[src/opcap_cfg_pkg.sv]
// Configuration bus types and register map of the operand capture stage
`default_nettype none

package opcap_cfg_pkg;

	// Configuration bus request, a write happens when we is set
	typedef struct packed {
		logic we;
		logic [1:0] addr;
		logic [31:0] wdata;
	} cfg_req_t;

	// ====================
	// Register map
	// ====================

	// Control register, bit 0 enables the writeback bypass
	localparam logic [1:0] CFG_CTRL = 2'd0;

	// Count of issued instructions, read only
	localparam logic [1:0] CFG_ISSUE_CNT = 2'd1;

	// Bit position of the bypass enable in CFG_CTRL
	localparam int CTRL_BYPASS_BIT = 0;

	// The bypass comes out of reset switched on
	localparam logic CTRL_BYPASS_RST = 1'b1;

endpackage

`default_nettype wire

[src/opcap_cfg.sv]
// Configuration registers holding the bypass enable and the issue counter
`timescale 1ns/1ps
`default_nettype none

module opcap_cfg (
	input wire logic clk,
	input wire logic rst_i,
	input wire opcap_cfg_pkg::cfg_req_t cfg_i,
	output logic [31:0] cfg_rdata_o,
	input wire logic issue_i,
	output logic bypass_en_o
);

	import opcap_cfg_pkg::*;

	// Number of instructions issued since reset
	logic [31:0] issue_cnt_q;

	// ====================
	// Register writes
	// ====================

	// Only the bypass bit of CFG_CTRL is implemented
	// Writes to the counter address have no effect
	always_ff @(posedge clk) begin
		if (rst_i) begin
			bypass_en_o <= CTRL_BYPASS_RST;
			issue_cnt_q <= '0;
		end else begin
			if (cfg_i.we && cfg_i.addr == CFG_CTRL)
				bypass_en_o <= cfg_i.wdata[CTRL_BYPASS_BIT];
			if (issue_i)
				issue_cnt_q <= issue_cnt_q + 32'd1;
		end
	end

	// Read data follows the address without a clock edge
	always_comb begin
		cfg_rdata_o = '0;
		case (cfg_i.addr)
			CFG_CTRL: cfg_rdata_o[CTRL_BYPASS_BIT] = bypass_en_o;
			CFG_ISSUE_CNT: cfg_rdata_o = issue_cnt_q;
			default: cfg_rdata_o = '0;
		endcase
	end

endmodule

`default_nettype wire

[config.mk]
export PLATFORM = sky130hd
export DESIGN_NAME = opcap_cfg
export DESIGN_NICKNAME = d
export VERILOG_FILES = /design/src/opcap_cfg_pkg.sv /design/src/opcap_cfg.sv
export SDC_FILE = /design/constraint.sdc
export NUM_CORES = 1
export LEC_CHECK = 0
export BUFFER_PORTS_ARGS = -buffer_cell sky130_fd_sc_hd__buf_2
export CELL_PAD_IN_SITES_DETAIL_PLACEMENT = 1
export CELL_PAD_IN_SITES_GLOBAL_PLACEMENT = 2
export CORE_MARGIN = 3
export CORE_UTILIZATION = 28
export DETAILED_ROUTE_END_ITERATION = 16
export PLACE_DENSITY = 0.94
export SETUP_SLACK_MARGIN = 0.4
export SLEW_MARGIN = 25
export SYNTH_ARGS = -nofsm -noshare
export SYNTH_HDL_FRONTEND = slang
export SYNTH_SLANG_ARGS = --single-unit
[constraint.sdc]
create_clock -name clk -period 4.3 [get_ports clk]
set_input_delay 0.43 -clock clk [delete_from_list [all_inputs] [get_ports clk]]
set_output_delay 0.43 -clock clk [all_outputs]
set_load 0.005 [all_outputs]
# Word level (Yosys, flattened, before mapping)
# Index checks and enable logic that the tools add are counted.
word_totals:
  register_bits: 33
  in_bits: 38
  output_inout_bits: 33
  word_cells: 8
op_classes:
  add_sub_neg: 1
  eq_ne: 1
  n_mux: 2
  reduce_logical: 2
ops:
  columns: ["operator", "count"]
  rows:
  - ["$add 32x1->32 const B", 1]
  - ["$mux 31", 1]
  - ["$eq 2x1->1 const B", 1]
  - ["$logic_not 2->1", 1]
  - ["$pmux 1 s2", 1]
  - ["$logic_and 1x1->1", 1]

# Logic depth before layout (Yosys ltp)
logic_depth:
  depth_word: 2
  mapped_depth: 6
  mapped_depth_nobuf: 5

# Worst setup path before layout
# OpenSTA, ideal clock, no wires.
synth_timing:
  path_kind: "register to register"
  from: "register issue_cnt_q[13]"
  to: "register issue_cnt_q[30]"
  setup_ns: 0.070
  arrival_ns: 1.768
  required_time_ns: 4.230
  path_slack_ns: 2.462
  path_stages_with_launch: 6
  path_buffers: 1
  cell_sequence: "dfxtp_1 -> nand4_1 -> or4_4 -> buf_6 -> or4_1 -> a21oi_1"
synth_between:
  elab_chain_len: 1
synth_rtl:
  columns: ["element", "line_no", "rtl"]
  rows:
  - ["start: declaration", "opcap_cfg.sv:17", "logic [31:0] issue_cnt_q;"]
  - ["start signal: assignment", "opcap_cfg.sv:33", "issue_cnt_q <= issue_cnt_q + 32'd1;"]
  - ["$add 32x1->32", "opcap_cfg.sv:33", null]
# No other way between the ends.
# A chain may end at the register's enable or synchronous reset.

# Worst setup path in the final report
layout_timing:
  from: "input port cfg_i[32] (netlist bit)"
  to: "output port cfg_rdata_o[7]"
layout_between:
  elab_chain_len: 2
layout_rtl:
  columns: ["element", "line_no", "rtl"]
  rows:
  - ["start: declaration", "opcap_cfg.sv:8", "input wire opcap_cfg_pkg::cfg_req_t cfg_i,"]
  - ["$eq 2x1->1", "opcap_cfg.sv:40", "case (cfg_i.addr)"]
  - ["$mux 31", "opcap_cfg.sv:40", null]
  - ["end: declaration", "opcap_cfg.sv:9", "output logic [31:0] cfg_rdata_o,"]
# No other way between the ends.

==> flow_summary.ini <==
[status]
status = finished, final reports clean

[floorplanning]
start_util_pct = 29.3
floorplan.die_area_mm2 = 0.00726
rows = 28
die_width_um = 85.2
coreArea_mm2 = 0.00599
die_h_um = 85.2
ios = 71

[synthesis]
synth_cell_types = 28
ys_warn_count = 0
syn_area_per_cell_um2 = 8.17
synthCells = 215
synth_fp_nets = 254
ys_seq_area_share_pct = 37.6
synth_area_mm2 = 0.00176
synth.ff_latch_count = 33

[worst_setup_path]
cp_data_required_time_ns = 3.87
cpLargestDelayFamily = simple AND/OR/NAND/NOR gates
critPathSlowestCell = nor2b_1
path_class = input port to output pin
r2r_slack_ns = 2.25
cp_common_cell = buf_2
cp.depth = 5
r2r_cells = 4
cp-endpoint = cfg_rdata_o[7]
r2r_end = issue_cnt_q[21]$_SDFFE_PP0P_
rr_startpoint = issue_cnt_q[3]$_SDFFE_PP0P_
cp.arrival_ns = 1.70
cp-startpoint = cfg_i[32]
end_kind = output pin
cp-start-kind = input port
path_buf_inv = 3
cp_max_fo = 22
path_cells = buf_2 -> nor2b_1 -> buf_4 -> and2_1 -> buf_2
max_stage_delay_ns = 0.53

[finish]
n_fill_cell = 726
fin_cells = 326
nets = 289
area_delta_synth_final_pct = 19.6
drive_above_1_share_pct = 20.3
antenna_cells = 0

[global_route]
grt_max_degree = 34
grt_pass1_wl_um = 7960
grt_overflow_total = 0
grt_pass1_vias = 1729
grt_usage_pct = 13.4
antenna_found_initial = 0

[sta]
finalHoldViolCount = 0
setup_viol = 0
rsz0062_at_grt = no
fin_crit_sh_pct = 49.6
max_clock_freq_mhz = 469
whs_ns = 0.350
worst_pin_slew_ns = 0.637
period_needed_ns = 2.13
max-slew-margin-rel_pct = 57.5
fin_tns_setup_ns = 0
fin_skew_ns = 0.00629
slew_violations = 0
fin_ws_ns = 2.17

[cts]
post_cts_buffers = 0
htree_num_levels = 2
cts.clk_slew.worst_paths_ns = 0.06
clock-root-buffer = clkbuf_8
clkSinkCount = 33
ctsHoldBuffers = 0
clockBufferDepth = 2
clk_latency_ns = 0.29
cts_tree = yes
post_cts_resized = 0
numCtsBuffers = 5

[power_and_ir_drop]
p_per_area_mw_per_mm2 = 285
p_leak_nw = 0.817
ir_drop_v = 0.000108

[detailed_routing]
drc_errors = 0
viasPerCell = 5.24
ant_nets = 0
wl_per_cell_um = 14.4
num_vias = 1708
drt-total-wl_um = 4700
drt-pass1-iter-count = 4
drt_iter0_markers = 79

[run]
max-cap-violations = 0

[place]
placed_cells = 318
io_buffers = 39
gp_congestion = 0.746
hpwl_um = 3320
post-place-ws_ns = 2.10

[hold_path]
hold_class = input port to flop
==> area by class of cell <==
| type | instances | area [um^2] | area share, % |
|---|---|---|---|
| Timing Repair Buffer | 40 | 203 | 9.65 |
| Multi-Input combinational cell | 168 | 1030 | 49.3 |
| Clock buffer | 7 | 96.3 | 4.59 |
| Tap cell | 75 | 93.8 | 4.47 |
| Inverter | 2 | 7.51 | 0.357 |
| Sequential cell | 33 | 661 | 31.4 |
| Clock inverter | 1 | 5.00 | 0.238 |
==> worst register-to-register path: cells and delay by family, from the launching register on <==
kind / cells / cell delay (ns)
flops: 1 / 0.47
compound gates: 1 / 0.15
simple gates: 3 / 1.37
==> through the flow <==
stage	util (%)	power [W]	cell area (um^2)
3_3_place_gp	33.4	0.000340	2000
4_1_cts	35.1	0.000605	2100
6_report	35.1	0.000598	2100
3_5_place_dp	33.4	0.000341	2000
5_1_grt	35.1	0.000621	2100
2_1_floorplan	-	0.000331	1760
==> cell usage in the layout (no fill, tap or decap) <==
cell	n
nand2_1	13
or4_4	1
inv_1	2
nor3b_1	1
nor4_1	1
xor2_1	7
clkinv_2	1
buf_2	39
and3_1	4
mux2i_1	2
or3_1	11
and2_1	32
clkbuf_8	7
o31ai_1	11
buf_4	1
nand4_1	6
xnor2_1	3
or4_1	12
a21oi_1	21
dfxtp_1	33
and4_1	3
nor2_1	12
or3b_1	1
o21ai_0	10
ha_1	1
a211o_1	1
nand3_1	11
nor2b_1	2
nand4_2	2
==> report_power, final <==
| group | leakage [nW] | internal (W) | total [W] | switching [W] |
|---|---|---|---|---|
| clock network | 0.0542 | 0.000145 | 0.000264 | 0.000119 |
| registers | 0.266 | 0.000308 | 0.000311 | 0.00000292 |
| logic | 0.497 | 0.00000826 | 0.0000227 | 0.0000144 |
==> registers in the layout, summed over array words and instances (netlist names) <==
name         count
issue_cnt_q     32
bypass_en_o      1
==> how the worst min path moves through the flow <==
stage,startpoint,endpoint,slack (ns),cells past startpoint
detailed placement,issue_cnt_q[31]$_SDFFE_PP0P_,issue_cnt_q[31]$_SDFFE_PP0P_,0.48,2
CTS,cfg_i[0],bypass_en_o$_SDFFE_PP1P_,0.34,2
global placement,issue_cnt_q[31]$_SDFFE_PP0P_,issue_cnt_q[31]$_SDFFE_PP0P_,0.46,2
floorplan,issue_cnt_q[31]$_SDFFE_PP0P_,issue_cnt_q[31]$_SDFFE_PP0P_,0.45,2
global route,cfg_i[0],bypass_en_o$_SDFFE_PP1P_,0.36,2
finish,cfg_i[0],bypass_en_o$_SDFFE_PP1P_,0.35,2
==> synthesized netlist by cell type <==
cell      count  area share, %
nor4_1        1           0.36
and3_1        4            1.4
a211o_1       1           0.50
nor2b_1       2           0.71
nor3b_1       1           0.43
nand4_2       2            1.4
and2_1       32             11
clkbuf_1     10            2.1
or4_1        12            5.1
xnor2_1       3            1.5
or3_1        11            3.9
ha_1          1           0.71
nand3_1      11            3.1
nand2_1      13            2.8
xor2_1        7            3.5
and4_1        3            1.5
o21ai_0      10            2.8
dfxtp_1      33             38
buf_2         1           0.28
a21oi_1      21            6.0
or3b_1        1           0.50
or4_4         1           0.64
nor2_1       12            2.6
o31ai_1      11            4.7
mux2i_1       2            1.1
inv_1         2           0.43
buf_6         1           0.64
nand4_1       6            2.1
==> per-layer routing <==
metal  up-vias  wire [um]  global-route usage (%)
li1        842          -                       -
met1       829       2140                    15.6
met2        31       2270                    23.6
met3         6        215                    2.91
met4         0         77                    5.61
met5         -          0                       0
==> cell families after synthesis <==
logic type	after synthesis	share of synthesized area, %
buffers and inverters	14	3.49
xor gates and xnor gates	10	4.99
adders and majority gates	1	0.712
DFF	33	37.6
and+or+nand+nor	112	38.0
muxes	2	1.14
AOI/OAI and AO/OA	43	14.0
(Power assumes the default switching activity.)
