### config.mk
export PLATFORM = sky130hd
export DESIGN_NAME = phys_regfile
export DESIGN_NICKNAME = d
export VERILOG_FILES = /design/src/operand_pkg.sv /design/src/phys_regfile.sv
export VERILOG_INCLUDE_DIRS = /design/src /design/src/src
export SDC_FILE = /design/constraint.sdc
export NUM_CORES = 2
export LEC_CHECK = 0
export ABC_CLOCK_PERIOD_IN_PS = 14700
export BUFFER_PORTS_ARGS = -buffer_cell sky130_fd_sc_hd__buf_4
export CAP_MARGIN = 10
export CORE_MARGIN = 8
export CORE_UTILIZATION = 30
export DETAILED_ROUTE_END_ITERATION = 6
export PLACE_DENSITY = 0.51
export SYNTH_ARGS = -nofsm -noshare
export SYNTH_HDL_FRONTEND = slang
export SYNTH_SLANG_ARGS = --single-unit
### constraint.sdc
create_clock -name clk -period 14.7 [get_ports clk]
set_input_delay 2.94 -clock clk [delete_from_list [all_inputs] [get_ports clk]]
set_output_delay 2.94 -clock clk [all_outputs]
set_load 0.02 [all_outputs]
### src/opcap_consts.svh
// Width and count constants shared by the operand capture stage
`ifndef OPCAP_CONSTS_SVH
`define OPCAP_CONSTS_SVH

// ====================
// Datapath widths
// ====================

// Width of one operand value
`define OPCAP_DW 32

// Number of physical registers and the bits needed to name one
`define OPCAP_NPREG 64
`define OPCAP_PRB 6

// ====================
// Port and entry counts
// ====================

// Register file read ports shared by all operands of the station
`define OPCAP_NREG_RPORTS 2

// Source operands carried by one instruction
`define OPCAP_NENTRY 3

// Bypass inputs into the validator, only the writeback bus here
`define OPCAP_NBPI 1

`endif
### src/operand_pkg.sv
// Operand and writeback types for the operand capture datapath
`default_nettype none

package operand_pkg;

`include "opcap_consts.svh"

	// Physical register number
	typedef logic [`OPCAP_PRB-1:0] preg_t;

	// One operand value
	typedef logic [`OPCAP_DW-1:0] value_t;

	// An operand as it travels between station, validator and register file
	// The valid bit says the value field holds the register contents
	typedef struct packed {
		preg_t aRn;
		value_t val;
		logic v;
	} operand_t;

	// Writeback bus into the register file write port
	typedef struct packed {
		logic we;
		preg_t preg;
		value_t val;
	} wb_t;

	// Source register numbers of an instruction being loaded
	typedef preg_t [`OPCAP_NENTRY-1:0] opreg_vec_t;

	// Value placed on operands that could not be resolved this cycle
	localparam value_t VALUE_ZERO = '0;

endpackage

`default_nettype wire

### src/phys_regfile.sv
// Physical register file with ready bits, one write port and registered reads
`timescale 1ns/1ps
`default_nettype none

`include "opcap_consts.svh"

module phys_regfile (
	input wire logic clk,
	input wire logic rst_i,
	input wire operand_pkg::wb_t wb_i,
	input wire logic alloc_i,
	input wire logic [`OPCAP_PRB-1:0] alloc_reg_i,
	input wire logic [`OPCAP_NREG_RPORTS-1:0] rd_en_i,
	input wire operand_pkg::preg_t [`OPCAP_NREG_RPORTS-1:0] rd_addr_i,
	output operand_pkg::operand_t [`OPCAP_NREG_RPORTS-1:0] rd_oper_o
);

	import operand_pkg::*;

	localparam int NREG_RPORTS = `OPCAP_NREG_RPORTS;
	localparam int NPREG = `OPCAP_NPREG;

	// Register contents and one ready bit per register
	value_t regs_q [NPREG];
	logic [NPREG-1:0] rdy_q;

	// ====================
	// Write and rename
	// ====================

	// A rename clears the ready bit until the register is written back
	// The write comes second so that an alloc and a write to the same
	// register in one cycle leave it ready
	always_ff @(posedge clk) begin
		if (rst_i) begin
			for (int i = 0; i < NPREG; i++) begin
				regs_q[i] <= '0;
			end
			rdy_q <= '1;
		end else begin
			if (alloc_i)
				rdy_q[alloc_reg_i] <= 1'b0;
			if (wb_i.we) begin
				regs_q[wb_i.preg] <= wb_i.val;
				rdy_q[wb_i.preg] <= 1'b1;
			end
		end
	end

	// ====================
	// Read ports
	// ====================

	// Reads are registered and see a same cycle write or rename first
	always_ff @(posedge clk) begin
		if (rst_i) begin
			for (int p = 0; p < NREG_RPORTS; p++) begin
				rd_oper_o[p].v <= 1'b0;
			end
		end else begin
			for (int p = 0; p < NREG_RPORTS; p++) begin
				rd_oper_o[p].aRn <= rd_addr_i[p];
				if (!rd_en_i[p]) begin
					// An idle port returns nothing usable
					rd_oper_o[p].v <= 1'b0;
				end else if (wb_i.we && wb_i.preg == rd_addr_i[p]) begin
					rd_oper_o[p].val <= wb_i.val;
					rd_oper_o[p].v <= 1'b1;
				end else begin
					rd_oper_o[p].val <= regs_q[rd_addr_i[p]];
					rd_oper_o[p].v <= rdy_q[rd_addr_i[p]] &&
						!(alloc_i && alloc_reg_i == rd_addr_i[p]);
				end
			end
		end
	end

	// Writeback only targets a register renamed earlier or in the same cycle
	a_write_after_alloc: assert property (@(posedge clk) disable iff (rst_i)
		wb_i.we |-> !rdy_q[wb_i.preg] || (alloc_i && alloc_reg_i == wb_i.preg));

endmodule

`default_nettype wire

* Word-level counts from Yosys, hierarchy flattened
Memory sizes are Yosys's and may differ from the RTL's. A register that Yosys moved wholly into a read port is not among the register bits. Cells that the tools add are included.
Storage, ports and cells: flip-flop bits (word level) 78, memory bits (writable) 2048, input bits 62, output and inout port bits 78, logic and storage cells 58, memories 1
Cells by class: order comparisons 6, equality and inequality tests 4, mux-type cells 21, bitwise operators 6, reductions and logical operators 15
Memory list:
- regs_q | words 64, bits a word 32, read ports 2, clocked after Yosys merged registers in 2, wr ports 64, RTL line phys_regfile.sv:24 | value_t regs_q [NPREG];
Operator list (number):
- 64-bit 2-to-1 mux | 3
- 33-bit 2-to-1 mux | 2
- 64-bit bitwise AND | 1
- 64-bit inverter | 1
- 64-bit OR | 1
- 32-bit 2-to-1 mux | 1
- 32-bit OR reduction | 1
- 6-bit by 7-bit less-than comparator with 1-bit output (second input constant) | 4
- 6-bit equality test | 4
- 1-bit binary-select mux with 6-bit select | 2
- 1-bit demux with 6-bit select | 2
- 6-bit by 1-bit greater-or-equal comparator with 1-bit output (second input constant) | 2
- 1-bit 2-to-1 mux | 10
- 1-bit logical AND | 8
- 6-bit 2-to-1 mux | 1
- 2-bit AND reduction | 2
- 2-bit OR reduction | 2
- 1-bit inverter | 3
- 1-bit zero test | 2

* Depth between registers and ports, before layout
word-level depth 10, gate-level depth with buffers 11, mapped depth without buffers 6

* Worst setup path after synthesis
No wires, ideal clock.
kind input to register, start point in wb_i[35] in the netlist's numbering, end point mem regs_q[35][0] in the netlist's numbering, enable pin, library setup time 0.467 ns, arrival 6.240 ns, required time 14.233 ns, setup slack 7.993 ns, stages 5, cell sequence buf_2 > or3b_2 > clkbuf_1 > clkbuf_1 > o21ai_0
RTL lines:
- start: declaration | RTL line phys_regfile.sv:10 | input wire operand_pkg::wb_t wb_i,
- end: declaration | RTL line phys_regfile.sv:24

==> results.json <==
{
  "status": "finished, final reports clean",
  "synthCells": 7859,
  "rrSetupSlack_ps": 11190,
  "ys_ff_latch": 2190,
  "drive_above_1_share_pct": 24.4,
  "initial_core_util_pct": 30.1,
  "timing.final.crit_share_pct": 48.1,
  "hold_depth": 1,
  "maxSlewHeadroom_pct": 4.59,
  "tritoncts_num_sinks": 2190,
  "rsz0062_at_grt": "false",
  "start_kind": "primary input",
  "vias_per_cell": 6.00,
  "yosys-top-cells-area": "edfxtp_1 (55%), mux4_2 (19%), and2_1 (11%), mux2i_1 (3.3%), clkbuf_1 (1.9%)",
  "p_per_area_mw_per_mm2": 118,
  "grt_use_total_pct": 24.7,
  "r2r_end": "rd_oper_o[16]$_DFFE_PP_",
  "cp_max_fo": 109,
  "cts_tree": "yes",
  "pwr-share-comb_pct": 12.7,
  "grt_pass1_wl_mm": 688,
  "yosysSeqAreaShare_pct": 56.2,
  "crit_arrival_ps": 7720,
  "grt_pass1_vias": 75017,
  "synth_area_mm2": 0.116,
  "tightest_slew_ps": 1420,
  "wl_mm": 520,
  "ios": 140,
  "postCtsSetupRepairBufs": 0,
  "reg2reg_depth": 6,
  "drc": 0,
  "ant_nets": 0,
  "worstSetupPathDepth": 8,
  "yosys.area.top_type": "edfxtp_1",
  "place_ws_ps": 6840,
  "worst_r2r_startpoint": "regs_q[23][15]$_SDFFCE_PN0P_",
  "path_clk_slew_ps": 60,
  "insertion_delay_ps": 960,
  "swShare_pct": 26.9,
  "hold_violations": 0,
  "critPathTopFamily": "compound AO/OA/AOI/OAI gates",
  "cts_max_level": 4,
  "min_period_ps": 7060,
  "clk_path_buf_depth": 4,
  "final.setup_skew_ps": 79.6,
  "overflow": 0,
  "antenna_found_initial": 98,
  "dr_total_vias": 77668,
  "die_area_mm2": 0.406,
  "numCtsBuffers": 240,
  "fin_util_pct": 34.0,
  "synth-edff-count": 2124,
  "routedWlPerCell_um": 40.1,
  "portBuffers": 139,
  "leakagePower_nw": 43.6,
  "die_w_um": 637,
  "placedCellCount": 12454,
  "pwr-share-seq_pct": 47.8,
  "rows": 228,
  "place_congestion": 1.01,
  "hold_buffers": 0,
  "intPower_mw": 11.3,
  "cp.required_ps": 15360,
  "synth_ff_type": "edfxtp_1",
  "drt_pass1_iterations": 7,
  "yosysMostFrequentCell": "edfxtp_1",
  "syn_avg_cell_area_um2": 14.7,
  "cts_root_buffer": "clkbuf_16",
  "dp_hpwl_mm": 318,
  "cp_cell_sequence": "buf_8, buf_12, buf_4, mux4_2, a221oi_1, a31oi_1, a21oi_1, nand2_1",
  "synth_nets": 7921,
  "final_cells": 12950,
  "fin_ws_ps": 7640,
  "pwr-share-clk_pct": 39.6,
  "finalMaxSlewViolations": 0,
  "n_fill_cell": 36819,
  "ys_async_sr_fraction_pct": 0,
  "grt_max_degree": 116,
  "dieHeight_um": 637,
  "post_cts_resized": 0,
  "crit_path_start": "rd_addr_i[2]",
  "synthTopCellsByCount": "edfxtp_1 (2124), and2_1 (2059), mux4_2 (952)",
  "cap_violations": 0,
  "drtIter0Drc": 12539,
  "area_growth_pct": 12.9,
  "p_sw_mw": 4.16,
  "worstSetupEndpointType": "register",
  "ys_types": 58,
  "crit_path_top_delay_cell": "a21oi_1",
  "final_nets": 7702,
  "critical_path_class": "primary input to register",
  "crit_path_max_incr_delay_ps": 960,
  "yosys_warnings": 0,
  "crit_end": "rd_oper_o[14]$_DFFE_PP_",
  "hold_class": "register to register",
  "fmax_mhz": 142,
  "netlist.area_leader.share_pct": 55.1,
  "vdd_drop_max_mv": 0.100,
  "setup_violations": 0,
  "tns_ps": 0,
  "coreArea_mm2": 0.385,
  "cp.buffers_inverters": 3
}
-- area by class of cell --
cell class | instances | area [um2] | share of cell area, %
sequential | 2190 | 65100 | 49.8
multi-input combinational | 4800 | 48300 | 37.0
clock buffer | 305 | 6390 | 4.89
tap | 5060 | 6330 | 4.84
timing repair buffer | 402 | 3200 | 2.45
clock inverter | 131 | 1250 | 0.960
antenna | 56 | 140 | 0.107
inverter | 6 | 30.0 | 0.0230
-- cell usage in the layout, fill, tap and decap left out, types with 56 or more instances in the layout --
cell       count
a211oi_1      59
a21oi_1       74
a22oi_1      207
and2_1      2056
buf_4        382
clkbuf_16    243
dfxtp_1       66
diode_2       56
edfxtp_1    2124
mux2i_1      387
mux4_2       952
nand2_1      132
nand2b_1      71
nand3_1      119
nor2_4        67
nor2b_1       74
o21ai_0       76
o21ai_4       64
-- power groups by stage --
stage	clock (mW)	combinational, mW	sequential [mW]
2_1_floorplan	0	1.05	7.43
3_3_place_gp	0	1.90	7.47
3_5_place_dp	0	1.90	7.49
4_1_cts	6.15	1.90	7.36
5_1_grt	6.35	1.97	7.40
6_report	6.11	1.96	7.37
-- registers in the layout (all words and copies together), names as in the netlist --
signal,count
regs_q,2048
rdy_q,64
rd_oper_o,78
-- metrics by stage --
stage                     instance area, um2  total power, mW  hold WS [ps]
after global routing                  131000             15.7           501
after CTS                             131000             15.4           484
after floorplan                       116000             8.47           438
after global placement                123000             9.37           444
after detailed placement              123000             9.39           470
final                                 131000             15.4           483
-- cells by family after synthesis --
group,synth area share [%]
AND/OR/NAND/NOR,13.8
buffers and inverters,3.31
AO/OA/AOI/OAI,4.45
XOR/XNOR,0.181
flip-flops,56.2
multiplexers,22.0
-- worst min path at each step --
stage                           end            startpoint  slack, ps
5_1_grt        rdy_q[63]$_SDFF_PP1_  rdy_q[63]$_SDFF_PP1_        500
3_3_place_gp   rdy_q[62]$_SDFF_PP1_  rdy_q[62]$_SDFF_PP1_        440
2_1_floorplan  rdy_q[62]$_SDFF_PP1_  rdy_q[62]$_SDFF_PP1_        440
4_1_cts        rdy_q[63]$_SDFF_PP1_  rdy_q[63]$_SDFF_PP1_        480
3_5_place_dp   rdy_q[63]$_SDFF_PP1_  rdy_q[63]$_SDFF_PP1_        470
6_report       rdy_q[62]$_SDFF_PP1_  rdy_q[62]$_SDFF_PP1_        480
-- routing by layer --
metal | track usage, % | share of wire, %
met4 | 17.2 | 8.4
met5 | 0 | 0.039
met1 | 30.4 | 36
met3 | 6.16 | 10
met2 | 38.0 | 45
(Power assumes the default switching activity.)
