==> config.mk <==
export PLATFORM = sky130hd
export DESIGN_NAME = read_port_select
export DESIGN_NICKNAME = d
export VERILOG_FILES = /design/src/operand_pkg.sv /design/src/read_port_select.sv
export VERILOG_INCLUDE_DIRS = /design/src /design/src/src
export SDC_FILE = /design/constraint.sdc
export NUM_CORES = 1
export LEC_CHECK = 0
export BUFFER_PORTS_ARGS = -buffer_cell sky130_fd_sc_hd__buf_2
export CAP_MARGIN = 5
export CORE_AREA = 2 2 77 79
export DETAILED_ROUTE_END_ITERATION = 8
export DIE_AREA = 0 0 79 81
export MAX_ROUTING_LAYER = met4
export PLACE_DENSITY = 0.71
export SYNTH_ARGS = -nofsm -noshare
export SYNTH_HDL_FRONTEND = slang
export SYNTH_SLANG_ARGS = --single-unit
==> constraint.sdc <==
create_clock -name clk -period 4.7 [get_ports clk]
set_clock_uncertainty 0.1 [all_clocks]
set_input_delay 0 -clock clk [delete_from_list [all_inputs] [get_ports clk]]
set_output_delay 0 -clock clk [all_outputs]
set_load 0.1 [all_outputs]
==> src/opcap_consts.svh <==
// Width and count constants shared by the operand capture stage
`ifndef OPCAP_CONSTS_SVH
`define OPCAP_CONSTS_SVH

// ====================
// Datapath widths
// ====================

// Width of one operand value
`define OPCAP_DW 32

// Number of physical registers and the bits needed to name one
`define OPCAP_NPREG 64
`define OPCAP_PRB 6

// ====================
// Port and entry counts
// ====================

// Register file read ports shared by all operands of the station
`define OPCAP_NREG_RPORTS 2

// Source operands carried by one instruction
`define OPCAP_NENTRY 3

// Bypass inputs into the validator, only the writeback bus here
`define OPCAP_NBPI 1

`endif
==> src/operand_pkg.sv <==
// Operand and writeback types for the operand capture datapath
`default_nettype none

package operand_pkg;

`include "opcap_consts.svh"

	// Physical register number
	typedef logic [`OPCAP_PRB-1:0] preg_t;

	// One operand value
	typedef logic [`OPCAP_DW-1:0] value_t;

	// An operand as it travels between station, validator and register file
	// The valid bit says the value field holds the register contents
	typedef struct packed {
		preg_t aRn;
		value_t val;
		logic v;
	} operand_t;

	// Writeback bus into the register file write port
	typedef struct packed {
		logic we;
		preg_t preg;
		value_t val;
	} wb_t;

	// Source register numbers of an instruction being loaded
	typedef preg_t [`OPCAP_NENTRY-1:0] opreg_vec_t;

	// Value placed on operands that could not be resolved this cycle
	localparam value_t VALUE_ZERO = '0;

endpackage

`default_nettype wire

==> src/read_port_select.sv <==
// Round-robin assignment of pending operand registers to the read ports
`timescale 1ns/1ps
`default_nettype none

`include "opcap_consts.svh"

module read_port_select (
	input wire logic clk,
	input wire logic rst_i,
	input wire operand_pkg::operand_t [`OPCAP_NENTRY-1:0] slots_i,
	input wire logic busy_i,
	output logic [`OPCAP_NREG_RPORTS-1:0] rd_en_o,
	output operand_pkg::preg_t [`OPCAP_NREG_RPORTS-1:0] rd_addr_o
);

	localparam int NENTRY = `OPCAP_NENTRY;
	localparam int NREG_RPORTS = `OPCAP_NREG_RPORTS;
	localparam int PW = (NENTRY > 1) ? $clog2(NENTRY) : 1;

	// Slot where the next scan starts
	logic [PW-1:0] ptr_q;

	// Last slot granted during this cycle's scan
	int last;

	// Walk the slots from the pointer and grant each invalid one a port
	// A register already granted this cycle is not read twice
	always_comb begin
		int idx;
		int nport;
		logic dup;
		rd_en_o = '0;
		rd_addr_o = '0;
		nport = 0;
		last = int'(ptr_q);
		for (int k = 0; k < NENTRY; k++) begin
			idx = int'(ptr_q) + k;
			if (idx >= NENTRY)
				idx = idx - NENTRY;
			dup = 1'b0;
			for (int p = 0; p < NREG_RPORTS; p++) begin
				if (p < nport && rd_addr_o[p] == slots_i[idx].aRn)
					dup = 1'b1;
			end
			if (busy_i && !slots_i[idx].v && !dup && nport < NREG_RPORTS) begin
				rd_en_o[nport] = 1'b1;
				rd_addr_o[nport] = slots_i[idx].aRn;
				nport = nport + 1;
				last = idx;
			end
		end
	end

	// Move the pointer past the last granted slot so others get a turn
	always_ff @(posedge clk) begin
		if (rst_i)
			ptr_q <= '0;
		else if (|rd_en_o)
			ptr_q <= (last == NENTRY - 1) ? '0 : PW'(last + 1);
	end

endmodule

`default_nettype wire

# ---- Yosys cells after proc, flatten, opt, wreduce, memory -nomap -nowiden
# Cells that the tools add are included.
dict set report totals {
  regBits 2
  in_bits 120
  output_inout_bits 14
  elab_cells 88
}
dict set report op_classes {
  addsub 7
  n_lt_le_gt_ge 16
  eq_ne 4
  mux 38
  n_bitwise 2
  n_reduce_logical 20
}
# operator count
set op_table {}
lappend op_table {{binary-select mux 39 bit (select 2 bit)} 3}
lappend op_table {{2-to-1 mux 39 bit} 6}
lappend op_table {{2-to-1 mux 32 bit} 7}
lappend op_table {{less-than comparator 32 x 3 -> 1 bit (second input constant)} 4}
lappend op_table {{less-than comparator 32 x 4 -> 1 bit (second input constant)} 3}
lappend op_table {{>= comparator 32 x 1 -> 1 bit (second input constant)} 2}
lappend op_table {{less-than comparator 1 x 32 -> 1 bit (first input constant)} 2}
lappend op_table {{less-than comparator 2 x 32 -> 1 bit (first input constant)} 2}
lappend op_table {{adder 32 x 2 -> 32 bit (second input constant)} 1}
lappend op_table {{== test 32 x 3 -> 1 bit (second input constant)} 1}
lappend op_table {{bitwise mux 12 bit} 2}
lappend op_table {{2-to-1 mux 12 bit} 2}
lappend op_table {{== test 6 bit} 3}
lappend op_table {{2-to-1 mux 6 bit} 3}
lappend op_table {{logical AND 1 bit} 13}
lappend op_table {{demux 6 bit (select 1 bit)} 2}
lappend op_table {{2-to-1 mux 1 bit} 8}
lappend op_table {{subtractor 3 x 2 -> 4 bit (second input constant)} 2}
lappend op_table {{>= comparator 3 x 2 -> 1 bit (second input constant)} 2}
lappend op_table {{zero test 6 bit} 1}
lappend op_table {{2-to-1 mux 2 bit} 3}
lappend op_table {{zero test 1 bit} 5}
lappend op_table {{adder 2 x 1 -> 3 bit (second input constant)} 1}
lappend op_table {{adder 2 x 2 -> 3 bit (second input constant)} 1}
lappend op_table {{other kinds (7)} 8}

# ---- Logic depth before layout (Yosys ltp)
dict set report depth {
  depth_word 26
  depth_mapped 19
}

# ---- Least setup slack after synthesis
# No wires, ideal clock.
dict set report synth_path {
  path_type {flip-flop to output port}
  startpoint {register ptr_q[1]}
  endpoint {output port rd_addr_o[5] (netlist bit)}
  arrival_ps 4451
  required_time_ps 4600
  slack_ps 149
  stages_incl_launch_ff 15
  path_cell_list {dfxtp_1 -> inv_1 -> ha_1 -> buf_6 -> and2_1 -> buf_2 -> o2bb2ai_2 -> xor2_1 -> nor4_2 -> a31oi_2 -> ha_1 -> a311oi_4 -> buf_6 -> nand4b_1 -> a21oi_1}
}
# element line
set synth_lines {}
lappend synth_lines {{start: declaration} read_port_select.sv:21} ;# logic [PW-1:0] ptr_q;
lappend synth_lines {{start signal: assignment} read_port_select.sv:59} ;# ptr_q <= (last == NENTRY - 1) ? '0 : PW'(last + 1);
lappend synth_lines {{end: declaration} read_port_select.sv:13} ;# output operand_pkg::preg_t [`OPCAP_NREG_RPORTS-1:0] rd_addr_o

# ---- Worst setup path in the final report
dict set report layout_path {
  startpoint {register ptr_q[1]}
  endpoint {register ptr_q[1]}
}
dict set report layout_via {
  elab_chain_cells 26
  word_cells_on_any_way 80
  classes_between {7 x add/sub; 13 x order compare; 4 x eq/ne; 34 x mux; 2 x bitwise; 20 x reduce/logical}
}
# element line
set layout_rtl {}
lappend layout_rtl {{subtractor 2 x 2 -> 3 bit / >= comparator 2 bit (equally long branches)} {read_port_select.sv:39, read_port_select.sv:38}}
lappend layout_rtl {{2-to-1 mux 32 bit} read_port_select.sv:38} ;# if (idx >= NENTRY)
lappend layout_rtl {{binary-select mux 39 bit (select 2 bit)} {read_port_select.sv:45, read_port_select.sv:47}}
lappend layout_rtl {{2-to-1 mux 39 bit (implied by the code) (2 in a row)} read_port_select.sv:47} ;# rd_addr_o[nport] = slots_i[idx].aRn;
lappend layout_rtl {{zero test 1 bit} read_port_select.sv:45} ;# if (busy_i && !slots_i[idx].v && !dup && nport < NREG_RPORTS) begin
lappend layout_rtl {{logical AND 1 bit} read_port_select.sv:45}
lappend layout_rtl {{2-to-1 mux 1 bit / 2-to-1 mux 6 bit (equally long branches)} read_port_select.sv:45}
lappend layout_rtl {{less-than comparator 1 x 32 -> 1 bit / == test 6 bit (equally long branches)} read_port_select.sv:42} ;# if (p < nport && rd_addr_o[p] == slots_i[idx].aRn)
lappend layout_rtl {{[... 7 more ...]} --}
lappend layout_rtl {{less-than comparator 1 x 32 -> 1 bit / == test 6 bit (equally long branches)} read_port_select.sv:42}
lappend layout_rtl {{logical AND 1 bit} read_port_select.sv:42}
lappend layout_rtl {{2-to-1 mux 1 bit (2 in a row)} read_port_select.sv:42}
lappend layout_rtl {{zero test 1 bit} read_port_select.sv:45}
lappend layout_rtl {{logical AND 1 bit (2 in a row)} read_port_select.sv:45}
lappend layout_rtl {{2-to-1 mux 32 bit} read_port_select.sv:45}
lappend layout_rtl {{== test 32 x 3 -> 1 bit / adder 2 bit (equally long branches)} read_port_select.sv:59}
lappend layout_rtl {{2-to-1 mux 2 bit} read_port_select.sv:59}
# Parallel ways exist; a longest one is shown, timed or not. The select of a mux whose other input is x is not followed.
# A chain may end at the register's enable or synchronous reset.

==> results.py <==
metrics = {
    "timing": {
        "worst_slack_ns": 0.381,
        "fin_crit_ns": 4.32,
        "finalMaxSlewViolations": 0,
        "rsz0062_at_grt": "false",
        "finalHoldViolations": 0,
        "worst_pin_slew_ns": 0.509,
        "tns_ns": 0,
        "setup_viol": 0,
        "fmax_mhz": 232,
        "finalCritPeriodShare": 0.919,
        "relSlewSlack": 0.659,
    },
    "worst_setup_path": {
        "cpMostUsedCell": "ha_1",
        "critPathMaxFanout": 11,
        "cpMaxStageDelayCell": "ha_1",
        "crit_arrival_ns": 4.37,
        "cpPeakStageDelay_ns": 0.56,
        "startpoint_type": "flop",
        "end_kind": "flop",
        "path_cells": "inv_1, ha_1, buf_4, mux2i_1, o2bb2ai_2, xor2_1, nor4_2, a31oi_2, ha_1, a311oi_4, buf_4, a22oi_1, ha_1, nor3_1, a21oi_1, a211oi_1, a211o_1",
        "crit_required_ns": 4.75,
        "path_class": "flop to flop",
    },
    "global_route": {
        "grt_max_degree": 26,
        "groute.layer.met1.usage": 0.203,
        "grt_pass1_wl_um": 7850,
        "grt_antenna_before_repair": 0,
        "met3_usage": 0.0244,
        "grt_pass1_vias": 1632,
        "grtUsageMet2": 0.253,
        "grt.overflow.total": 0,
        "grt_busiest_layer": "met2",
        "track_usage": 0.153,
    },
    "placement": {
        "port_buffers": 37,
        "place_congestion": 0.907,
        "dp.cells": 314,
        "dpl.hpwl_um": 3740,
        "preCtsSetupSlack_ns": 0.413,
    },
    "power": {
        "power.density_nw_per_um2": 804,
        "p_sw_frac": 0.600,
        "p_int_mw": 0.685,
        "power_frac_comb": 0.943,
        "seq_power_share": 0.019,
        "p_leak_nw": 0.896,
        "power_switching_mw": 1.03,
        "p_clk_frac": 0.038,
        "ir_drop_mv": 0.391,
    },
    "layout": {
        "area_growth_pct": 31.0,
        "fill_cells": 606,
        "multi_input_area_um2": 1450,
        "layout.nets": 372,
        "seqCellArea_um2": 40.0,
        "num_antenna_cells": 0,
        "layout-drive-gt1-share": 0.339,
        "regMostFlops": "ptr_q",
        "reg_top3": "ptr_q (2)",
        "largest_reg_flops": 2,
        "final_cells": 317,
    },
    "drt": {
        "antenna_left": 0,
        "drc": 0,
        "drtIter0Drc": 132,
        "via_per_inst": 5.46,
        "drtPass1Iterations": 6,
        "routed_wirelength_um": 4640,
        "post_drt_wl_per_cell_um": 14.6,
        "via_count": 1730,
    },
    "synth": {
        "ys_seq_elements": 2,
        "yosysSeqAreaShare": 0.0246,
        "syn_area_per_cell_um2": 8.02,
        "async_flop_share": 0,
        "synth_enable_flop_cells": 0,
        "netlist_area_um2": 1630,
        "yosys_warnings": 0,
        "synth_nets": 331,
        "synth.distinct_cells": 63,
        "synth-main-ff-cell": "dfxtp_1",
        "synthCells": 203,
    },
    "clock_network": {
        "cts.clk_slew.worst_paths_ns": 0.03,
        "cts_setup_buffers": 0,
        "h-tree-depth": 1,
        "insertion_delay_ns": 0.21,
        "cts_buffers": 3,
        "postCtsResizedCells": 0,
        "cts_sinks": 2,
        "clockBufferDepth": 2,
        "cts-hold-fix-buffers": 0,
        "cts_tree": "yes",
        "root_buffer": "clkbuf_8",
    },
    "floorplan": {
        "core_area_um2": 5680,
        "die_x_um": 79,
        "die_area_um2": 6400,
        "rows": 28,
        "die_h_um": 81,
        "io_pins": 134,
        "initial_core_util": 0.287,
    },
    "status": {
        "status": "finished, final reports clean",
    },
    "run": {
        "max_cap_viol_count": 0,
    },
    "min_path": {
        "min_path_type": "input pin to flop",
    },
}
## layout make-up
type                    instances  area share
clock buffers                   3      0.0194
inverters                       5     0.00880
multi-input cells             181       0.682
flip-flops and latches          2      0.0188
well taps                      75      0.0440
repair buffers                 51       0.228
## through the flow
| stage | hold slack (ns) | power, mW | area, um^2 | util |
|---|---|---|---|---|
| 2_1_floorplan | 0.195 | 1.24 | 1630 | - |
| 3_3_place_gp | 0.370 | 1.62 | 2090 | 0.369 |
| 3_5_place_dp | 0.371 | 1.64 | 2090 | 0.369 |
| 4_1_cts | 0.157 | 1.71 | 2130 | 0.376 |
| 5_1_grt | 0.199 | 1.83 | 2130 | 0.376 |
| 6_report | 0.158 | 1.71 | 2130 | 0.376 |
## cell usage after synthesis (all sizes together), types with 4 or more instances
| cell type | instances | area share |
|---|---|---|
| xor2 | 4 | 0.022 |
| inv | 5 | 0.012 |
| a2bb2oi | 4 | 0.033 |
| ha | 8 | 0.061 |
| mux2i | 26 | 0.16 |
| buf | 12 | 0.065 |
| o2bb2ai | 11 | 0.086 |
| mux2 | 5 | 0.039 |
| a21oi | 19 | 0.058 |
| and2 | 4 | 0.017 |
| o211ai | 4 | 0.030 |
| nor2 | 19 | 0.044 |
| nand3 | 13 | 0.048 |
| nor3 | 5 | 0.015 |
| nand2 | 16 | 0.038 |
## routing by layer
| metal | vias up | part of all wire |
|---|---|---|
| met5 | - | 0 |
| met4 | 0 | 0 |
| met3 | 0 | 0.054 |
| met2 | 51 | 0.47 |
| met1 | 829 | 0.48 |
| li1 | 850 | - |
## power by group through the flow
| stage | registers (mW) | logic (mW) | clock network (mW) |
|---|---|---|---|
| after floorplan | 0.0303 | 1.21 | 0 |
| after global placement | 0.0316 | 1.59 | 0 |
| after detailed placement | 0.0321 | 1.61 | 0 |
| after CTS | 0.0318 | 1.61 | 0.0673 |
| after global routing | 0.0329 | 1.72 | 0.0693 |
| final | 0.0318 | 1.62 | 0.0653 |
## path summary, 6_finish.rpt
| path | startpoint | to | slack, ns | depth (start not counted) |
|---|---|---|---|---|
| setup / recovery | ptr_q[1] | ptr_q[1] | 0.38 | 17 |
| hold / removal | rst_i | ptr_q[0] | 0.16 | 3 |
| setup reg to reg | ptr_q[1] | ptr_q[1] | 0.38 | 17 |
| hold reg to reg | ptr_q[1] | ptr_q[0] | 0.72 | 4 |
## critical path, delay by kind of cell (launching register included)
kind                     cells  cell delay, ns
AO/OA/AOI/OAI                7            1.16
buffers and inverters        3            0.55
multiplexers                 1            0.23
flip-flops                   1            0.41
XOR/XNOR                     1            0.18
adder cells (fa/ha/maj)      3            1.10
AND/OR/NAND/NOR              2            0.51
## cell usage in the layout (no fill, tap or decap), drive strengths merged, types with 2 or more instances in the layout
cell type	n
buf	51
mux2i	26
nor2	19
a21oi	19
nand2	16
nand3	13
o2bb2ai	11
ha	8
nor3	5
inv	5
mux2	5
xor2	4
and2	4
a2bb2oi	4
o211ai	4
nand2b	3
a211oi	3
a21o	3
clkbuf	3
o21ai	3
xnor2	2
o2111ai	2
dfxtp	2
nor4	2
a22oi	2
a31oi	2
a21boi	2
## cell families after synthesis
| kind of cell | after synthesis | share of synthesized area |
|---|---|---|
| muxes | 31 | 0.199 |
| xor gates and xnor gates | 6 | 0.0323 |
| buffers and inverters | 20 | 0.0829 |
| and+or+nand+nor | 68 | 0.214 |
| DFF | 2 | 0.0246 |
| AOI/OAI and AO/OA | 68 | 0.386 |
| adders and majority gates | 8 | 0.0614 |
Power figures use the tool's default switching activity.
