`src/opcap_consts.svh`:
```
// Width and count constants shared by the operand capture stage
`ifndef OPCAP_CONSTS_SVH
`define OPCAP_CONSTS_SVH

// ====================
// Datapath widths
// ====================

// Width of one operand value
`define OPCAP_DW 32

// Number of physical registers and the bits needed to name one
`define OPCAP_NPREG 64
`define OPCAP_PRB 6

// ====================
// Port and entry counts
// ====================

// Register file read ports shared by all operands of the station
`define OPCAP_NREG_RPORTS 2

// Source operands carried by one instruction
`define OPCAP_NENTRY 3

// Bypass inputs into the validator, only the writeback bus here
`define OPCAP_NBPI 1

`endif
```
`src/operand_pkg.sv`:
```
// Operand and writeback types for the operand capture datapath
`default_nettype none

package operand_pkg;

`include "opcap_consts.svh"

	// Physical register number
	typedef logic [`OPCAP_PRB-1:0] preg_t;

	// One operand value
	typedef logic [`OPCAP_DW-1:0] value_t;

	// An operand as it travels between station, validator and register file
	// The valid bit says the value field holds the register contents
	typedef struct packed {
		preg_t aRn;
		value_t val;
		logic v;
	} operand_t;

	// Writeback bus into the register file write port
	typedef struct packed {
		logic we;
		preg_t preg;
		value_t val;
	} wb_t;

	// Source register numbers of an instruction being loaded
	typedef preg_t [`OPCAP_NENTRY-1:0] opreg_vec_t;

	// Value placed on operands that could not be resolved this cycle
	localparam value_t VALUE_ZERO = '0;

endpackage

`default_nettype wire

```
`src/operand_validate.sv`:
```
// Operand validation from register file read ports and the writeback bypass
`timescale 1ns/1ps
`default_nettype none

`include "opcap_consts.svh"

module operand_validate #(
	parameter int NENTRY = `OPCAP_NENTRY,
	parameter int NBPI = `OPCAP_NBPI
) (
	input wire operand_pkg::operand_t [`OPCAP_NREG_RPORTS-1:0] rf_oper_i,
	input wire operand_pkg::operand_t [NENTRY-1:0] oper_i,
	input wire operand_pkg::operand_t [NBPI-1:0] bypass_i,
	input wire logic bypass_en_i,
	output operand_pkg::operand_t [NENTRY-1:0] oper_o
);

	import operand_pkg::*;

	localparam int NREG_RPORTS = `OPCAP_NREG_RPORTS;

	always_comb begin
		// ====================
		// Register file results
		// ====================
		for (int nn = 0; nn < NENTRY; nn++) begin
			// Start from the slot itself with no value attached
			oper_o[nn] = oper_i[nn];
			oper_o[nn].val = VALUE_ZERO;
			for (int jj = 0; jj < NREG_RPORTS; jj++) begin
				// A ready port reading the same register resolves the operand
				if (oper_i[nn].aRn == rf_oper_i[jj].aRn && rf_oper_i[jj].v &&
					!oper_i[nn].v) begin
					oper_o[nn].val = rf_oper_i[jj].val;
					oper_o[nn].v = 1'b1;
				end
			end
		end

		// ====================
		// Writeback bypass
		// ====================

		// Taking the value straight off the writeback bus saves the cycle
		// spent in the register file
		// Both sources carry the same value so the later one simply wins
		if (bypass_en_i) begin
			for (int nn = 0; nn < NENTRY; nn++) begin
				for (int jj = 0; jj < NBPI; jj++) begin
					if (oper_i[nn].aRn == bypass_i[jj].aRn && bypass_i[jj].v &&
						!oper_i[nn].v) begin
						oper_o[nn].val = bypass_i[jj].val;
						oper_o[nn].v = 1'b1;
					end
				end
			end
		end
	end

endmodule

`default_nettype wire

```
`config.mk`:
```
export PLATFORM = sky130hd
export DESIGN_NAME = operand_validate
export DESIGN_NICKNAME = d
export VERILOG_FILES = /design/src/operand_pkg.sv /design/src/operand_validate.sv
export VERILOG_INCLUDE_DIRS = /design/src /design/src/src
export SDC_FILE = /design/constraint.sdc
export NUM_CORES = 1
export LEC_CHECK = 0
export BUFFER_PORTS_ARGS = -buffer_cell sky130_fd_sc_hd__buf_2
export CORE_AREA = 2 2 137 139
export DETAILED_ROUTE_END_ITERATION = 7
export DIE_AREA = 0 0 139 141
export GPL_ROUTABILITY_DRIVEN = 1
export GPL_TIMING_DRIVEN = 0
export PLACE_DENSITY = 0.46
export SLEW_MARGIN = 20
export SYNTH_ARGS = -nofsm -noshare
export SYNTH_HDL_FRONTEND = slang
export SYNTH_SLANG_ARGS = --single-unit
```
`constraint.sdc`:
```
create_clock -name vclk -period 2.6
set_input_delay 0.26 -clock vclk [all_inputs]
set_output_delay 0.26 -clock vclk [all_outputs]
set_load 0.005 [all_outputs]
```
==> Word level (Yosys, flattened, before mapping) <==
Index checks and enable logic that the tools add are counted.
W data, S select, Z words.
{ "totals": {"ff_bits": 0, "input_bits": 235, "output_inout_bits": 117, "wordCells": 42} }
{ "op_classes": {"eq_ne": 9, "muxes": 12, "n_reduce_logical": 21} }
{ "op_table": {"columns": ["cell", "count"], "rows": [
  ["$mux W33", 12],
  ["$eq A6 B6 Y1", 9],
  ["$logic_and A1 B1 Y1", 18],
  ["$logic_not A1 Y1", 3]
]} }

==> Logic depth before layout (Yosys ltp) <==
Gate-level depths: netlist of the first run.
{ "logic_depth": {"word_depth": 7, "depth_mapped": 8, "ltp_nobuf": 5} }

==> Worst setup path before layout of the first run <==
Ideal clock, no wire load.
{ "synth_timing": {"path_kind": "in2out", "from": "input rf_oper_i[38] (netlist bit)", "to": "output oper_o[61] (netlist bit)", "t_arrival_ns": 1.758, "required_ns": 2.340, "slack_ns": 0.582, "cell_stages": 5, "n_path_buf": 1, "cell_sequence": "xor2_1 > or4_4 > clkbuf_2 > or4b_1 > a31oi_1"} }
{ "synth_lines": {"columns": ["element", "line", "rtl"], "rows": [
  ["from (decl)", "operand_validate.sv:11", "input wire operand_pkg::operand_t [`OPCAP_NREG_RPORTS-1:0] rf_oper_i,"],
  ["to (decl)", "operand_validate.sv:15", "output operand_pkg::operand_t [NENTRY-1:0] oper_o"]
]} }

==> metrics.txt, run 1 <==
Die Area=19600 µm²; final-report max-slew violation count=0; Post-Syn Nets=731; worst setup path startpoint=rf_oper_i[33]; crit path cell chain=buf_2 -> xnor2_1 -> nand4_1 -> or4_4 -> buf_2 -> or4b_1 -> a31oi_1 -> buf_2; Data arrival, critical path=2.25 ns; maxcap violations=0; total global routing track utilization=19.65%; non-filler cells, final=989; vias in the first global route=4806; crit path time final=2.507 ns; Critical-path top delay cell=or4b_1; Critical Path Stages=8; total length of routed wires=20650 µm; GRT overflow=0; routability cong.=0.8711; VDD IR-drop max=0.04201 mV; pre-CTS setup slack=-0.07712 ns; Worst path max stage delay=0.48 ns; Die X=139 µm; Final nets=991; Avg WL per Cell=20.88 µm; synth unique cells=31; Avg Cell Area, Syn=5.984 µm²; CP max FO=10; endpoints failing hold=0; Placement Rows=50; post-cts hold buffer count=0; largest net degree at the start of global routing=20; maximum clock rate=0.3990 GHz; ratio of cells with drive above 1 in the final layout=41.51%; static leakage=2.203 nW; Syn. warnings=0; I/O pin total=352; Pre-Repair DR Iteration Count=5; remaining antenna violation count=0; CP delay by family, top=simple AND/OR/NAND/NOR gates; HP Start=oper_i[115]; class of the worst hold path=in2out; Netlist Area Pre-Place=2968 µm²; Least-Margin Pin Slew=0.6633 ns; Final Util=25.39%; Critical Path Source Type=input pin; Synth top area share=16.82%; worst setup margin=0.09348 ns; post-synth top area cell=a32oi_1; sequential cell area fraction in the yosys report=0%; worst setup path category=in2out; Layout area overhead=56.28%; clk_buf instances=0; # setup viols final=0; final sequential cell count=0; starting density of the core=16.25%; PD cells=95.43 nW/µm²; status=completed; Worst path most repeated cell=buf_2; initial antenna violation count=0; DRC=0; Cells after Synth=496; Synth area leaders=a32oi_1, nor2_1, a21oi_1; fillers=2125; Tcrit/Tclk final=96.40%; RSZ-0062 raised after global routing=yes; DP Wirelength=16600 µm; 1st-iter DRT viols=335; IO Port Bufs=256; CORE AREA=18270 µm²; placed insts=988; multi-input combinational cell area=2653 µm²; Power Total=0.4426 mW; die height=141 µm; Hold Path Stages=3; WP buf/inv=3; Setup TNS=0 ns; CP Capture Type=primary output; Vias/cell=5.014; Critical Path RT=2.34 ns; via count=4959; storage element area=0 µm²; relative slew slack=55.78%; first-pass GRT wire length=30310 µm
synthesized netlist by cell type, types with 4 or more instances:
cell type,instances
buf_2,4
xor2_1,19
nand2_1,44
a31oi_1,39
or4b_1,29
nor2_1,100
nand4_1,5
buf_4,19
xnor2_1,33
nand3_1,13
a21oi_1,58
a32oi_1,57
clkbuf_1,45
layout make-up:
type / count / share of cell area [%]
multi-input combinational: 421 / 57.19
timing repair buffer: 260 / 28.16
buffer: 71 / 8.120
tap: 234 / 6.312
inverter: 2 / 0.1619
antenna: 1 / 0.05395
per-layer routing:
layer / GRT usage, % / routed length (µm) / part of all wire [%] / vias to the layer above
met5: 0 / 0 / 0 / -
met4: 1.808 / 269 / 1.3 / 0
met3: 3.159 / 1594 / 7.7 / 18
met2: 30.90 / 9049 / 44 / 243
li1: - / - / - / 2368
met1: 29.18 / 9740 / 47 / 2330
cells in the final DEF (no fill, tap or decap), types with 2 or more instances in the layout:
master / n
a21oi_1: 57
a31oi_1: 38
a32oi_1: 57
buf_1: 2
buf_2: 261
buf_4: 25
clkbuf_1: 27
clkbuf_2: 16
inv_1: 2
nand2_1: 44
nand3_1: 13
nand3b_1: 2
nand4_1: 5
nor2_1: 100
nor2b_1: 2
nor3_1: 3
nor4_4: 2
or3_1: 2
or4_1: 2
or4b_1: 29
or4b_2: 3
xnor2_1: 33
xor2_1: 19
kinds of logic (layout without fill, tap and decap cells):
kind of cell | Yosys count | count (layout) | synth area share, %
xor gates and xnor gates | 52 | 52 | 15.35
other | 0 | 1 | 0
buffers and inverters | 75 | 333 | 12.18
and+or+nand+nor | 212 | 212 | 36.64
AOI/OAI and AO/OA | 157 | 157 | 35.83
final timing paths:
| check | end | slack (ns) |
|---|---|---|
| worst max-delay path | oper_o[69] | 0.09 |
| worst min-delay path | oper_o[115] | 0.87 |
what timing repair did:
action,in CTS,in global routing
gates resized for setup,6,38
buffers inserted,0,2
endpoints found under the setup margin,52,74
metrics by stage:
| stage | instance area, µm² | hold WS [ns] |
|---|---|---|
| 2_1_floorplan | 2968 | 0.6008 |
| 3_3_place_gp | 4542 | 0.8740 |
| 3_5_place_dp | 4564 | 0.8738 |
| 4_1_cts | 4572 | 0.8747 |
| 5_1_grt | 4636 | 0.8865 |
| 6_report | 4638 | 0.8706 |
power by group:
part,leakage [nW],internal (mW),switching (mW)
clock network,0.00000634,0.0000000514,0
registers,0,0,0
logic,2.20,0.191,0.252
(Power assumes the default switching activity.)
==> run 2, diff against run 1 <==
--- a/config.mk
+++ b/config.mk
@@ -12,7 +12,6 @@
 export DIE_AREA = 0 0 139 141
 export GPL_ROUTABILITY_DRIVEN = 1
 export GPL_TIMING_DRIVEN = 0
-export PLACE_DENSITY = 0.46
 export SLEW_MARGIN = 20
 export SYNTH_ARGS = -nofsm -noshare
 export SYNTH_HDL_FRONTEND = slang
==> run 2 against run 1 <==
Net effect: core utilization about the same; via count up 4.3%; count of clock-buffer cells in the layout unchanged; global-route usage shrank 0.057 points; first-iteration DRC count up 57%; routed wire length barely moved; non-clock buffer count is the same; setup slack lost 0.060 ns; combinational power is 0.9% lower; sequential share of layout area unchanged; critical path depth unchanged; die area stayed put; largest power group unchanged.
==> metrics.txt, run 2 (synthesized netlist as in run 1, its figures left out) <==
GRT overflow=0; fillers=2140; relative slew slack=51.69%; DRC=0; Worst path most repeated cell=buf_2; Die X=139 µm; largest net degree at the start of global routing=11; I/O pin total=352; static leakage=2.197 nW; final-report max-slew violation count=0; class of the worst hold path=in2out; Final nets=991; ratio of cells with drive above 1 in the final layout=41.11%; worst hold margin=0.8631 ns; Least-Margin Pin Slew=0.7246 ns; worst setup path startpoint=oper_i[76]; initial antenna violation count=5; Tcrit/Tclk final=98.73%; vias in the first global route=4923; Critical Path Source Type=input pin; die height=141 µm; first-pass GRT wire length=30170 µm; total global routing track utilization=19.59%; maxcap violations=0; Worst path max stage delay=0.52 ns; remaining antenna violation count=0; crit path cell chain=buf_2 -> xnor2_1 -> nand4_1 -> or4_4 -> clkbuf_2 -> or4b_1 -> a31oi_1 -> buf_2; Power Total=0.4395 mW; maximum clock rate=0.3896 GHz; Critical-path top delay cell=or4b_1; Die Area=19600 µm²; Vias/cell=5.222; PD cells=94.88 nW/µm²; status=completed; CORE AREA=18270 µm²; Avg WL per Cell=20.85 µm; 1st-iter DRT viols=526; # setup viols final=0; Data arrival, critical path=2.31 ns; RSZ-0062 raised after global routing=no; commonest non-fill, non-tap cell in the layout=buf_2; Placement Rows=50; most frequent cells in the layout=buf_2, nor2_1, a32oi_1, a21oi_1, nand2_1; HP Start=oper_i[116]; CP Capture Type=primary output; clk_buf instances=0; via count=5170; CP max FO=10; routability cong.=0.9013; starting density of the core=16.25%; Layout area overhead=56.07%; Pre-Repair DR Iteration Count=5; crit path time final=2.567 ns; final sequential cell count=0; VDD IR-drop max=0.03879 mV; storage element area=0 µm²; DP Wirelength=16460 µm; IO Port Bufs=256; worst setup path category=in2out; endpoints failing hold=0; Critical Path RT=2.34 ns; total length of routed wires=20640 µm
==> run 2: cell count changes in the layout (fill, tap and decap cells not counted), moves of 2 or more <==
cell,previous run,this run
buf_2,261,258
buf_4,25,22
clkbuf_1,27,29
buf_6,0,3
==> run 2: cell type report <==
cell class	count	area, µm²	area share, %
Antenna cell	2	5.005	0.1080
Buffer	73	395.4	8.536
Inverter	2	7.507	0.1621
Multi-Input combinational cell	421	2635	56.89
Tap cell	234	292.8	6.321
Timing Repair Buffer	258	1296	27.98
==> run 2: power by group <==
part           leakage [nW]  switching, mW  internal [mW]
combinational          2.20          0.249          0.190
sequential                0              0              0
clock             0.0000127              0    0.000000103
total                  2.20          0.249          0.190
==> run 2: worst paths after layout <==
check	to	cells after the start
worst min-delay path	oper_o[116]	3
worst max-delay path	oper_o[69]	8
==> run 2: repair_timing <==
action | 4_1_cts | 5_1_grt
hold buffers | 0 | 0
hold endpoints to repair | 0 | 0
buffers inserted | 0 | 1
resized for setup | 12 | 27
setup endpoints to repair | 67 | 59
==> run 2: layer usage <==
metal	track usage, %	wire (µm)	up-vias
met3	3.702	2183	38
met5	0	38	-
met4	3.083	339	6
met1	27.28	8946	2388
met2	32.07	9134	359
li1	-	-	2379
==> run 2: stage by stage <==
step / instances / utilization, % / instance area, µm² / TNS [ns] / setup WS (ns)
2_1_floorplan: 496 / - / 2968 / 0 / 0.5816
3_3_place_gp: 986 / 24.86 / 4542 / -38.12 / -0.7585
3_5_place_dp: 987 / 24.97 / 4562 / -4.807 / -0.1906
4_1_cts: 987 / 25.15 / 4594 / 0 / 0.02025
5_1_grt: 989 / 25.34 / 4629 / 0 / 0.005324
6_report: 990 / 25.36 / 4632 / 0 / 0.03311
==> run 2: worst max-delay path: cells and delay by family <==
family,cells,cell delay (ns)
xor+xnor,1,0.16
compound gates,1,0.23
buf+inv,3,0.54
simple gates,3,1.11
==> run 3, diff against run 2 <==
--- a/config.mk
+++ b/config.mk
@@ -6,10 +6,11 @@
 export SDC_FILE = /design/constraint.sdc
 export NUM_CORES = 1
 export LEC_CHECK = 0
+export ABC_AREA = 1
 export BUFFER_PORTS_ARGS = -buffer_cell sky130_fd_sc_hd__buf_2
-export CORE_AREA = 2 2 137 139
+export CORE_AREA = 2 2 136 138
 export DETAILED_ROUTE_END_ITERATION = 7
-export DIE_AREA = 0 0 139 141
+export DIE_AREA = 0 0 138 140
 export GPL_ROUTABILITY_DRIVEN = 1
 export GPL_TIMING_DRIVEN = 0
 export SLEW_MARGIN = 20
==> constraint.sdc (replaced) <==
create_clock -name vclk -period 2.83
set_input_delay 0.283 -clock vclk [all_inputs]
set_output_delay 0.283 -clock vclk [all_outputs]
set_load 0.005 [all_outputs]
==> run 3 against run 2 <==
Net effect: first-iteration DRC count grew 16%; flip-flop and latch count unchanged; count of clock-buffer cells in the layout did not move; synthesized cell count grew 94%; area after synthesis grew 47%; largest cell class unchanged; highest routed layer unchanged.
==> metrics.txt, run 3 <==
Layout area overhead=36.17%; maximum clock rate=0.4437 GHz; Post-DP Area=5916 µm²; endpoints failing hold=0; maxcap violations=0; Data arrival, critical path=1.97 ns; most frequent cell after synthesis=nor2_1; crit path time final=2.254 ns; total global routing track utilization=22.53%; non-filler cells, final=1450; largest net degree at the start of global routing=11; Cells after Synth=963; final sequential cell count=0; CORE AREA=17780 µm²; status=completed; storage element area=0 µm²; Tcrit/Tclk final=79.65%; Worst path max stage delay=0.35 ns; Final nets=1456; DP Wirelength=18270 µm; class of the worst hold path=in2out; initial antenna violation count=4; worst setup path category=in2out; first-pass GRT wire length=35210 µm; GRT overflow=0; most frequent cells in the layout=nor2_1, buf_2, nand2_1, nand4_1, nand3_1; Post-Syn Nets=1198; 1st-iter DRT viols=612; static leakage=4.040 nW; routability cong.=0.8828; Least-Margin Pin Slew=0.6436 ns; I/O pin total=352; RSZ-0062 raised after global routing=no; Setup TNS=0 ns; Critical Path Source Type=input pin; cts repair resizes=0; post-synth top area cell=nor2_1; CP Capture Type=primary output; postcts setup bufs=0; Worst path most repeated cell=nor2_1; Avg Cell Area, Syn=4.515 µm²; synth unique cells=27; remaining antenna violation count=0; via count=7008; # setup viols final=0; final-report max-slew violation count=0; Netlist Area Pre-Place=4348 µm²; post-route cell area=5921 µm²; Critical Path RT=2.55 ns; Vias/cell=4.833; starting density of the core=24.45%; Pre-Repair DR Iteration Count=6; Synth top area share=34.36%; Final Util=33.30%; top cells by count, synth=nor2_1, nand2_1, nand4_1; IO Port Bufs=256; Avg WL per Cell=16.19 µm; sequential cell area fraction in the yosys report=0%; total length of routed wires=23480 µm; VDD IR-drop max=0.06996 mV; PD cells=95.69 nW/µm²; Die X=138 µm; ratio of cells with drive above 1 in the final layout=29.86%; Die Area=19320 µm²; placed insts=1448; Critical-path top delay cell=nand2_1; vias in the first global route=6514; commonest non-fill, non-tap cell in the layout=nor2_1; clk_buf instances=0; relative slew slack=57.10%; Synth area leaders=nor2_1, nand2_1, nand4_1; crit path cell chain=buf_2 -> xnor2_1 -> nand2_1 -> nor2_4 -> nand2_4 -> nand2_1 -> nor2_1 -> nor2_1 -> nor2_1 -> buf_2; die height=140 µm; Syn. warnings=0; CP max FO=9; post-cts hold buffer count=0; Placement Rows=49; CP delay by family, top=simple AND/OR/NAND/NOR gates; WP buf/inv=2; Power Total=0.5665 mW; DRC=0
[run 3: cell count changes in the layout (fill, tap and decap cells not counted), moves of 28 or more]
cell      change
a31oi_1      -39
buf_2        +35
or4b_1       -29
a32oi_1      -57
nand2_1     +228
nand4_1      +62
nand3_1      +46
nor2_1      +298
a21oi_1      -54
clkbuf_1     -28
[run 3: layout make-up]
type,instances,area [µm²]
Antenna cell,2,5.005
Buffer,77,534.3
Fill cell,2153,11860
Inverter,35,131.4
Multi-Input combinational cell,851,3682
Tap cell,229,286.5
Timing Repair Buffer,256,1281
[run 3: final timing paths]
check / startpoint / to / slack [ns] / depth (start not counted)
setup / recovery: rf_oper_i[74] / oper_o[97] / 0.58 / 10
hold / removal: oper_i[34] / oper_o[34] / 0.87 / 3
[run 3: where the power goes]
group	internal (mW)	switching, mW
clock	0.0000000945	0
sequential	0	0
combinational	0.211	0.356
total	0.211	0.356
[run 3: kinds of logic (layout without fill, tap and decap cells)]
| logic type | count (synthesis) | after routing | share of synthesized area (%) |
|---|---|---|---|
| simple gates | 823 | 823 | 79.83 |
| buf+inv | 112 | 368 | 15.31 |
| xor+xnor | 18 | 18 | 3.626 |
| compound gates | 10 | 10 | 1.237 |
| other cells | 0 | 2 | 0 |
[run 3: per-layer routing]
layer | vias to the layer above | track usage (%) | wire [µm]
met5 | - | 0 | 43
met4 | 6 | 4.511 | 404
met3 | 40 | 3.692 | 2022
met2 | 337 | 38.46 | 10820
met1 | 3110 | 30.05 | 10190
li1 | 3515 | - | -
[run 3: stage by stage]
step,hold WS (ns),setup slack (ns)
2_1_floorplan,0.6468,1.291
3_3_place_gp,0.8740,0.6096
3_5_place_dp,0.8728,0.5767
4_1_cts,0.8741,0.5778
5_1_grt,0.8933,0.4668
6_report,0.8719,0.5760
